### src/hw/bp_cfg.svh
`ifndef BP_CFG_SVH
`define BP_CFG_SVH

// global history buffer
`define GHIST_SIZE          64
`define GHIST_WIDTH         6
`define SLOT_NUM            2

// tage geometry
`define TAGE_BANK           4
`define TAGE_BANK_WIDTH     2
`define TAGE_SET_WIDTH      6   // 64 sets per bank
`define TAGE_TAG_COMPRESS1  8
`define TAGE_TAG_COMPRESS2  7
`define TAGE_TAG_WIDTH      8
`define TAGE_CTR_WIDTH      3

// bank i uses bits [i*16 +: 16]
`define TAGE_HIST_LENGTH    {16'd32, 16'd16, 16'd8, 16'd4}

`define PC_WIDTH            32

// downstream queue
`define FTQ_CREDITS         4
`define FTQ_CREDIT_WIDTH    3

`define PROVIDER_WIDTH      3
`define PROVIDER_NONE       3'd7

`endif

### src/hw/bp_pkg.sv
`include "bp_cfg.svh"

package bp_pkg;

    // folded copies of the global history, one set per bank
    typedef struct packed {
        logic [`TAGE_BANK-1:0][`TAGE_SET_WIDTH-1:0]     fold_idx;
        logic [`TAGE_BANK-1:0][`TAGE_TAG_COMPRESS1-1:0] fold_tag1;
        logic [`TAGE_BANK-1:0][`TAGE_TAG_COMPRESS2-1:0] fold_tag2;
    } fold_hist_t;

    typedef struct packed {
        logic [`GHIST_WIDTH-1:0] ghist_idx;
        fold_hist_t              tage_history;
    } branch_history_t;

    // snapshot a block was predicted from
    typedef struct packed {
        logic [`GHIST_WIDTH-1:0] ghist_idx;
        fold_hist_t              tage_history;
    } redirect_info_t;

    typedef struct packed {
        logic           en;
        logic [1:0]     cond_num;      // 0 to SLOT_NUM
        logic           taken;
        logic           s2_redirect;
        redirect_info_t redirect_info;
    } pred_result_t;

    typedef struct packed {
        logic [1:0]                  cond_num;
        logic                        taken;
        redirect_info_t              redirect_info;
        logic [`PC_WIDTH-1:0]        pc;
        logic [`TAGE_BANK_WIDTH-1:0] train_bank;
        logic                        train_taken;
    } squash_info_t;

    typedef struct packed {
        logic                       hit;
        logic                       taken;
        logic [`TAGE_CTR_WIDTH-1:0] ctr;
    } bank_resp_t;

    typedef struct packed {
        logic [`PC_WIDTH-1:0]       pc;
        logic                       taken;
        logic [`PROVIDER_WIDTH-1:0] provider;   // PROVIDER_NONE on miss
        logic [`GHIST_WIDTH-1:0]    ghist_idx;
    } pred_out_t;

    // source of the next history position
    typedef enum logic [1:0] {
        HIST_HOLD,
        HIST_PRED,
        HIST_REDIRECT,
        HIST_SQUASH
    } hist_src_e;

    typedef enum logic [1:0] {
        CTR_INC,
        CTR_DEC,
        CTR_ALLOC,
        CTR_NONE
    } ctr_op_e;

endpackage

### src/hw/tage_provider_select.sv
`include "bp_cfg.svh"

module tage_provider_select import bp_pkg::*; (
    input  logic                         clk,
    input  logic                         rst,
    input  logic                         req_valid,
    input  logic [`PC_WIDTH-1:0]         req_pc,
    input  branch_history_t              history,
    input  bank_resp_t [`TAGE_BANK-1:0]  bank_resp,
    input  logic                         credit_return,
    output logic                         req_ready,
    output logic                         pred_valid,
    output pred_out_t                    pred
);
    logic [`FTQ_CREDIT_WIDTH-1:0] credits;
    logic                         accept;
    logic                         s1_valid;
    logic [`PC_WIDTH-1:0]         s1_pc;
    logic [`GHIST_WIDTH-1:0]      s1_ghist_idx;
    logic                         sel_hit;
    logic                         sel_taken;
    logic [`PROVIDER_WIDTH-1:0]   sel_bank;

    assign req_ready = credits != '0;
    assign accept    = req_valid & req_ready;

    // ------------------------------------------------------------------------
    // credits, one taken per accepted lookup
    // ------------------------------------------------------------------------
    always_ff @(posedge clk or posedge rst) begin
        if (rst) begin
            credits <= `FTQ_CREDIT_WIDTH'(`FTQ_CREDITS);
        end else begin
            credits <= credits - `FTQ_CREDIT_WIDTH'(accept)
                               + `FTQ_CREDIT_WIDTH'(credit_return);
        end
    end

    // stage 1 lines up with the bank read
    always_ff @(posedge clk or posedge rst) begin
        if (rst) begin
            s1_valid <= 1'b0;
        end else begin
            s1_valid <= accept;
        end
    end

    always_ff @(posedge clk) begin
        if (accept) begin
            s1_pc        <= req_pc;
            s1_ghist_idx <= history.ghist_idx;
        end
    end

    // longest history wins
    always_comb begin
        sel_hit   = 1'b0;
        sel_taken = 1'b0;
        sel_bank  = `PROVIDER_NONE;
        for (int b = 0; b < `TAGE_BANK; b++) begin
            if (bank_resp[b].hit) begin
                sel_hit   = 1'b1;
                sel_taken = bank_resp[b].taken;
                sel_bank  = `PROVIDER_WIDTH'(b);
            end
        end
    end

    always_ff @(posedge clk or posedge rst) begin
        if (rst) begin
            pred_valid <= 1'b0;
        end else begin
            pred_valid <= s1_valid;
        end
    end

    always_ff @(posedge clk) begin
        if (s1_valid) begin
            pred.pc        <= s1_pc;
            pred.taken     <= sel_hit & sel_taken;  // miss means not taken
            pred.provider  <= sel_bank;
            pred.ghist_idx <= s1_ghist_idx;
        end
    end

endmodule

### config.mk
export PLATFORM = sky130hd
export DESIGN_NAME = tage_provider_select
export DESIGN_NICKNAME = d
export VERILOG_FILES = /design/src/hw/bp_pkg.sv /design/src/hw/tage_provider_select.sv
export VERILOG_INCLUDE_DIRS = /design/src /design/src/hw
export SDC_FILE = /design/constraint.sdc
export NUM_CORES = 1
export LEC_CHECK = 0
export BUFFER_PORTS_ARGS = -buffer_cell sky130_fd_sc_hd__buf_2
export CORE_MARGIN = 2
export CORE_UTILIZATION = 40
export DETAILED_ROUTE_END_ITERATION = 10
export PLACE_DENSITY = 0.78
export SYNTH_ARGS = -nofsm -noshare
export SYNTH_HDL_FRONTEND = slang
export SYNTH_SLANG_ARGS = --single-unit
export TNS_END_PERCENT = 10
### constraint.sdc
create_clock -name clk -period 3 [get_ports clk]
set_clock_uncertainty 0.05 [all_clocks]
set_input_delay 0.15 -clock clk [delete_from_list [all_inputs] [get_ports clk]]
set_output_delay 0.15 -clock clk [all_outputs]
set_load 0.02 [all_outputs]
==> metrics.md, run 1 <==
| Metric | Value |
|---|---|
| Run status | `complete, no violations` |
| Area grow syn2layout | `43.96%` |
| Clock tree buffer depth | `2` |
| Hold Path Origin | `bank_resp[4]` |
| Grt ovf | `0` |
| Met3 GRT Util | `6.449%` |
| Num CTS Buffers | `9` |
| Final hold violation count | `0` |
| Layout cells sized above 1 | `43.97%` |
| Clock slew at reported path FFs | `80 ps` |
| Drt pass-1 iters | `4` |
| Core Region | `6422 um2` |
| Leakage | `1.548 nW` |
| RSZ-0062 raised after global routing | `no` |
| # resized after CTS | `0` |
| Distinct cells, synth | `17` |
| Nets | `401` |
| Drt wl/cell | `15.38 um` |
| Synth warn | `0` |
| Post-DRT Antenna Nets | `0` |
| WL final | `5.136 mm` |
| Fmax | `433.2 MHz` |
| First-pass GRT wire length | `7.935 mm` |
| Vias | `1,502` |
| Gp weighted congestion | `0.7113` |
| CP Class | `flop to flop` |
| H-tree depth | `3` |
| CP Max Fanout | `3` |
| Worst vdd ir | `0.5981 mV` |
| Reg2Reg Capture Point | `credits[2]` |
| Critical path arrival | `2530 ps` |
| Period Utilization, post-route | `76.95%` |
| Pin count of the biggest net entering global routing | `44` |
| Slew Viols, Final | `0` |
| Clock Tree Root | `clkbuf_8` |
| Post-Syn Area per Cell | `25.19 um2` |
| CP Capture Type | `flop` |
| Relative slew slack | `37.20%` |
| Grt met1 use | `16.59%` |
| CP startpoint kind | `flop` |
| Post-synthesis instance total | `107` |
| Cell Area, Placed | `3266 um2` |
| Worst-skew pair later-pin latency | `340 ps` |
| Vias in the first global route | `1,670` |
| Mapped cell area | `2695 um2` |
| Busiest grt layer | `met2` |
| CP endpoint | `credits[2]` |
| CTS tree | `yes` |
| Crit path from | `credits[1]` |
| Port Buf Inserts | `93` |
| Total clock sinks | `85` |
| Ports | `190` |
| DIE WIDTH | `86.09 um` |
| Setup WS post-layout | `691.6 ps` |
| Tot GR Track Use | `14.73%` |
| Drc violations | `0` |
| RR Startpoint | `credits[1]` |
| Antenna violations before repair | `0` |
| Total power | `0.003068 W` |
| Fillcell total | `469` |
| Syn_nets | `256` |
| Grt met2 use | `24.52%` |
| Rows | `29` |
| Via density | `4.497` |
| Finished Cell Area | `3880 um2` |
| Number of diodes | `0` |
| Seq/Total Area, Yosys | `93.83%` |
| WP data required | `3220 ps` |
| Die area | `7411 um2` |
| Initial Util | `41.96%` |
| Post-CTS Setup Bufs | `0` |
| Register-to-Register Path Depth | `9` |
| Final setup violation count | `0` |
| Max-Cap Viols | `0` |
| Worst-margin pin slew | `941.9 ps` |
| Hold WC Path Type | `input pin to flop` |
| #FFs+latches synth | `85` |
| Die Height | `86.09 um` |
| Pre-CTS setup slack | `716.9 ps` |
| Hpwl dp | `2.935 mm` |
| R2R setup slack | `690 ps` |
| DRT iter0 DRCs | `38` |
| Setup Total Neg Slack | `0 ps` |
| Power per cell area | `790.7 nW/um2` |
| Minimum clock period after layout | `2308 ps` |
==> worst min path at each step <==
| stage | to | slack (ps) | cells after the start |
|---|---|---|---|
| after global placement | credits[0] | 0.5 | 2 |
| after floorplan | credits[0] | -120 | 1 |
| after CTS | pred[8] | 80 | 2 |
| final | pred[8] | 90 | 2 |
| after global routing | pred[8] | 80 | 2 |
| after detailed placement | pred_valid | 4 | 2 |
==> sequential cells by signal, summed over array words and instances, names as in the netlist <==
signal / cells
s1_pc: 32
credits: 3
s1_valid: 1
s1_ghist_idx: 6
pred: 42
pred_valid: 1
==> per-stage QoR <==
stage | util [%] | cells | hold WS (ps)
2_1_floorplan | - | 107 | -122.2
3_3_place_gp | 50.85 | 278 | 0.5287
3_5_place_dp | 50.85 | 278 | 3.833
4_1_cts | 60.41 | 334 | 79.23
5_1_grt | 60.41 | 334 | 80.02
6_report | 60.41 | 334 | 91.79
==> area by class of cell <==
| type | instances | area (um2) | area share [%] |
|---|---|---|---|
| clock buffer | 10 | 127.6 | 3.289 |
| clock inverter | 6 | 86.33 | 2.225 |
| inverter | 5 | 18.77 | 0.4837 |
| multi-input combinational | 17 | 147.6 | 3.805 |
| sequential | 85 | 2530 | 65.20 |
| tap | 77 | 96.34 | 2.483 |
| timing repair buffer | 134 | 873.3 | 22.51 |
==> cell families (layout without fill, tap and decap cells) <==
logic type / after synthesis / in the layout / synth area share, %
AOI/OAI and AO/OA: 4 / 4 / 1.021
xor gates and xnor gates: 2 / 2 / 0.6501
DFF: 85 / 85 / 93.83
buffers and inverters: 5 / 155 / 0.6965
and+or+nand+nor: 8 / 8 / 2.136
adders and majority gates: 3 / 3 / 1.671
==> repair_timing <==
item,in CTS,in global routing
hold endpoints to repair,44,0
hold buffers,40,0
endpoints found under the setup margin,0,0
==> cells in the final DEF, fill, tap and decap left out, types with 2 or more instances in the layout <==
cell	netlist	final
xnor2_1	2	2
edfxtp_1	80	80
clkbuf_8	0	9
a211oi_1	2	2
buf_2	0	93
dfrtp_1	4	3
bufinv_16	0	2
clkinv_2	0	2
nor2b_1	2	2
ha_1	2	2
inv_1	5	5
dlygate4sd3_1	0	40
==> report_power, final <==
part / internal [W] / switching (W)
Sequential: 0.00159 / 0.000115
Clock: 0.000469 / 0.000393
Combinational: 0.000195 / 0.000304
==> worst max-delay path: stages (launching register included) <==
cell and delay (ps):
dfrtp_1 430, or3_4 390, and2_4 170, ha_1 260, inv_1 50, ha_1 130
inv_1 50, fa_1 380, xnor2_1 190, xnor2_1 140
==> Yosys cell counts <==
library cell / count / area (um2)
nor4_1: 1 / 6.260
dfstp_2: 1 / 26.28
inv_1: 5 / 18.77
o21bai_1: 1 / 7.510
nor2_1: 1 / 3.750
nor2b_1: 2 / 12.51
a211oi_1: 2 / 15.01
or3_4: 1 / 11.26
fa_1: 1 / 20.02
nor3b_1: 1 / 7.510
and2_4: 1 / 8.760
nand3b_1: 1 / 7.510
o21ai_0: 1 / 5.000
edfxtp_1: 80 / 2402
ha_1: 2 / 25.02
xnor2_1: 2 / 17.52
dfrtp_1: 4 / 100.1
==> routing by layer <==
layer	wire, um	vias up
met5	0	-
met4	65	0
met3	594	6
met2	2416	90
met1	2061	702
li1	-	704
Note: power is estimated with default switching activity, not from simulation.
==> run 2: changes to the inputs <==
- CORE_UTILIZATION: 40 -> 36
- PLACE_DENSITY: 0.78 -> 0.75
- clock period: 3 -> 1.87 ns (I/O delays scaled with it)
==> metrics.md, run 2 (same netlist as run 1, synthesis figures left out) <==
| Metric | Value |
|---|---|
| Power per cell area | `1295 nW/um2` |
| CP peak stage delay | `380 ps` |
| Max FFs per register | `42` |
| Grt met2 use | `19.71%` |
| Slew Viols, Final | `0` |
| Regs by FF count | `pred: 42 flops, s1_pc: 32 flops, s1_ghist_idx: 6 flops` |
| Critical Path Stages | `9` |
| Period Utilization, post-route | `114.7%` |
| Total clock sinks | `85` |
| Register-to-Register Path Depth | `9` |
| Grt ovf | `0` |
| First-pass GRT wire length | `7.769 mm` |
| Clock slew at reported path FFs | `80 ps` |
| Grt met1 use | `15.54%` |
| Fmax | `466.2 MHz` |
| Gp weighted congestion | `0.6597` |
| Drt wl/cell | `13.91 um` |
| Max-Cap Viols | `0` |
| Via density | `4.206` |
| Final hold violation count | `0` |
| Initial Util | `37.16%` |
| Number of diodes | `0` |
| CP startpoint kind | `flop` |
| Pre-CTS setup slack | `-284.3 ps` |
| Final setup violation count | `2` |
| Busiest grt layer | `met2` |
| Antenna violations before repair | `0` |
| Met3 GRT Util | `7.513%` |
| Area grow syn2layout | `48.51%` |
| Rows | `31` |
| Worst-margin pin slew | `493.1 ps` |
| CP Capture Type | `flop` |
| Setup WS post-layout | `-275.2 ps` |
| Layout cells sized above 1 | `47.31%` |
| Critical-path top delay cell | `dfstp_2` |
| Cell count of the worst hold path | `2` |
| CTS tree | `yes` |
| Cell chain of the critical path | `or3_4 > and2_4 > ha_4 > inv_2 > ha_4 > inv_2 > fa_2 > xnor2_2 > xnor2_1` |
| Total power | `0.005181 W` |
| CP Max Fanout | `2` |
| Top reg by flops | `pred` |
| Minimum clock period after layout | `2145 ps` |
| Violated checks | `setup timing` |
| Drc violations | `0` |
| DIE WIDTH | `90.53 um` |
| Die area | `8195 um2` |
| WP data required | `2080 ps` |
| Hpwl dp | `3.141 mm` |
| CP Class | `flop to flop` |
| Vias in the first global route | `1,556` |
| Nets | `404` |
| H-tree depth | `3` |
| Num CTS Buffers | `9` |
| Commonest non-fill, non-tap cells in the layout | `buf_2, edfxtp_1, dlygate4sd3_1, clkbuf_8` |
| Drt pass-1 iters | `4` |
| Buf/Inv on CP | `2` |
| Die Height | `90.53 um` |
| Run status | `finished with violations` |
| Post-DRT Antenna Nets | `0` |
| Port Buf Inserts | `93` |
| Hold WC Path Type | `input pin to flop` |
| Post-CTS Setup Bufs | `0` |
| Relative slew slack | `67.12%` |
| Ports | `190` |
| Cell family with the largest share of critical-path delay | `adder cells` |
| Vias | `1,510` |
| Critical path arrival | `2360 ps` |
| Setup Total Neg Slack | `-433.1 ps` |
| Clock tree buffer depth | `2` |
| Core Region | `7253 um2` |
| RSZ-0062 raised after global routing | `yes` |
| Pin count of the biggest net entering global routing | `40` |
| Leakage | `1.578 nW` |
| Worst vdd ir | `0.7795 mV` |
| DRT iter0 DRCs | `74` |
| Clock Tree Root | `clkbuf_8` |
| Commonest non-fill, non-tap cell in the layout | `buf_2` |
| Worst-skew pair later-pin latency | `340 ps` |
| WL final | `4.993 mm` |
| Tot GR Track Use | `12.75%` |
-- run 2: cell types whose count changed in the layout (fill, tap and decap cells not counted), sizes merged --
cell and delta:
buf +3, bufinv +1, inv -1
-- run 2: per-stage QoR --
step	area [um2]	instances	hold WS [ps]	util (%)
2_1_floorplan	2710	107	-178.7	-
3_3_place_gp	3343	303	-58.25	46.09
3_5_place_dp	3343	303	-48.75	46.09
4_1_cts	4003	359	14.07	55.18
5_1_grt	4003	359	21.61	55.18
6_report	4003	359	37.06	55.18
-- run 2: cell type report --
type | count | area (um2)
Clock inverter | 6 | 111.4
Fill cell | 573 | 3251
Inverter | 5 | 18.77
Timing Repair Buffer | 137 | 908.4
Multi-Input combinational cell | 17 | 182.7
Clock buffer | 10 | 127.6
Tap cell | 99 | 123.9
Sequential cell | 85 | 2530
-- run 2: power by group --
| part | switching, W | total (W) | internal [W] |
|---|---|---|---|
| registers | 0.000127 | 0.00268 | 0.00255 |
| clock network | 0.000616 | 0.00150 | 0.000887 |
| logic | 0.000593 | 0.00100 | 0.000410 |
| total | 0.00134 | 0.00518 | 0.00385 |
-- run 2: layer usage --
layer | vias up | wire length [um] | part of all wire (%)
met3 | 4 | 601 | 12
met5 | - | 0 | 0
li1 | 711 | - | -
met2 | 87 | 2297 | 46
met1 | 708 | 2065 | 41
met4 | 0 | 29 | 0.58
-- run 2: final timing paths --
kind,start,to,slack (ps)
setup / recovery,credits[2],credits[2],-280
hold / removal,bank_resp[14],pred[8],40
setup reg to reg,credits[2],credits[2],-280
hold reg to reg,s1_pc[3],pred[13],370
max in group asynchronous,rst,credits[2],1380
min in group asynchronous,rst,pred_valid,150
-- run 2: what timing repair did --
| item | in CTS | in global routing |
|---|---|---|
| pin swaps | 7 | 3 |
| endpoints found under the hold margin | 44 | 0 |
| gates resized for setup | 5 | 1 |
| setup endpoints to repair | 2 | 2 |
| hold buffers | 40 | 0 |
| gates cloned | 0 | 0 |
-- run 2: worst reg2reg max path, stage by stage, from the launching register on --
cell	delay, ps
dfstp_2	380
or3_4	380
and2_4	160
ha_4	210
inv_2	60
ha_4	120
inv_2	30
fa_2	340
xnor2_2	150
xnor2_1	190
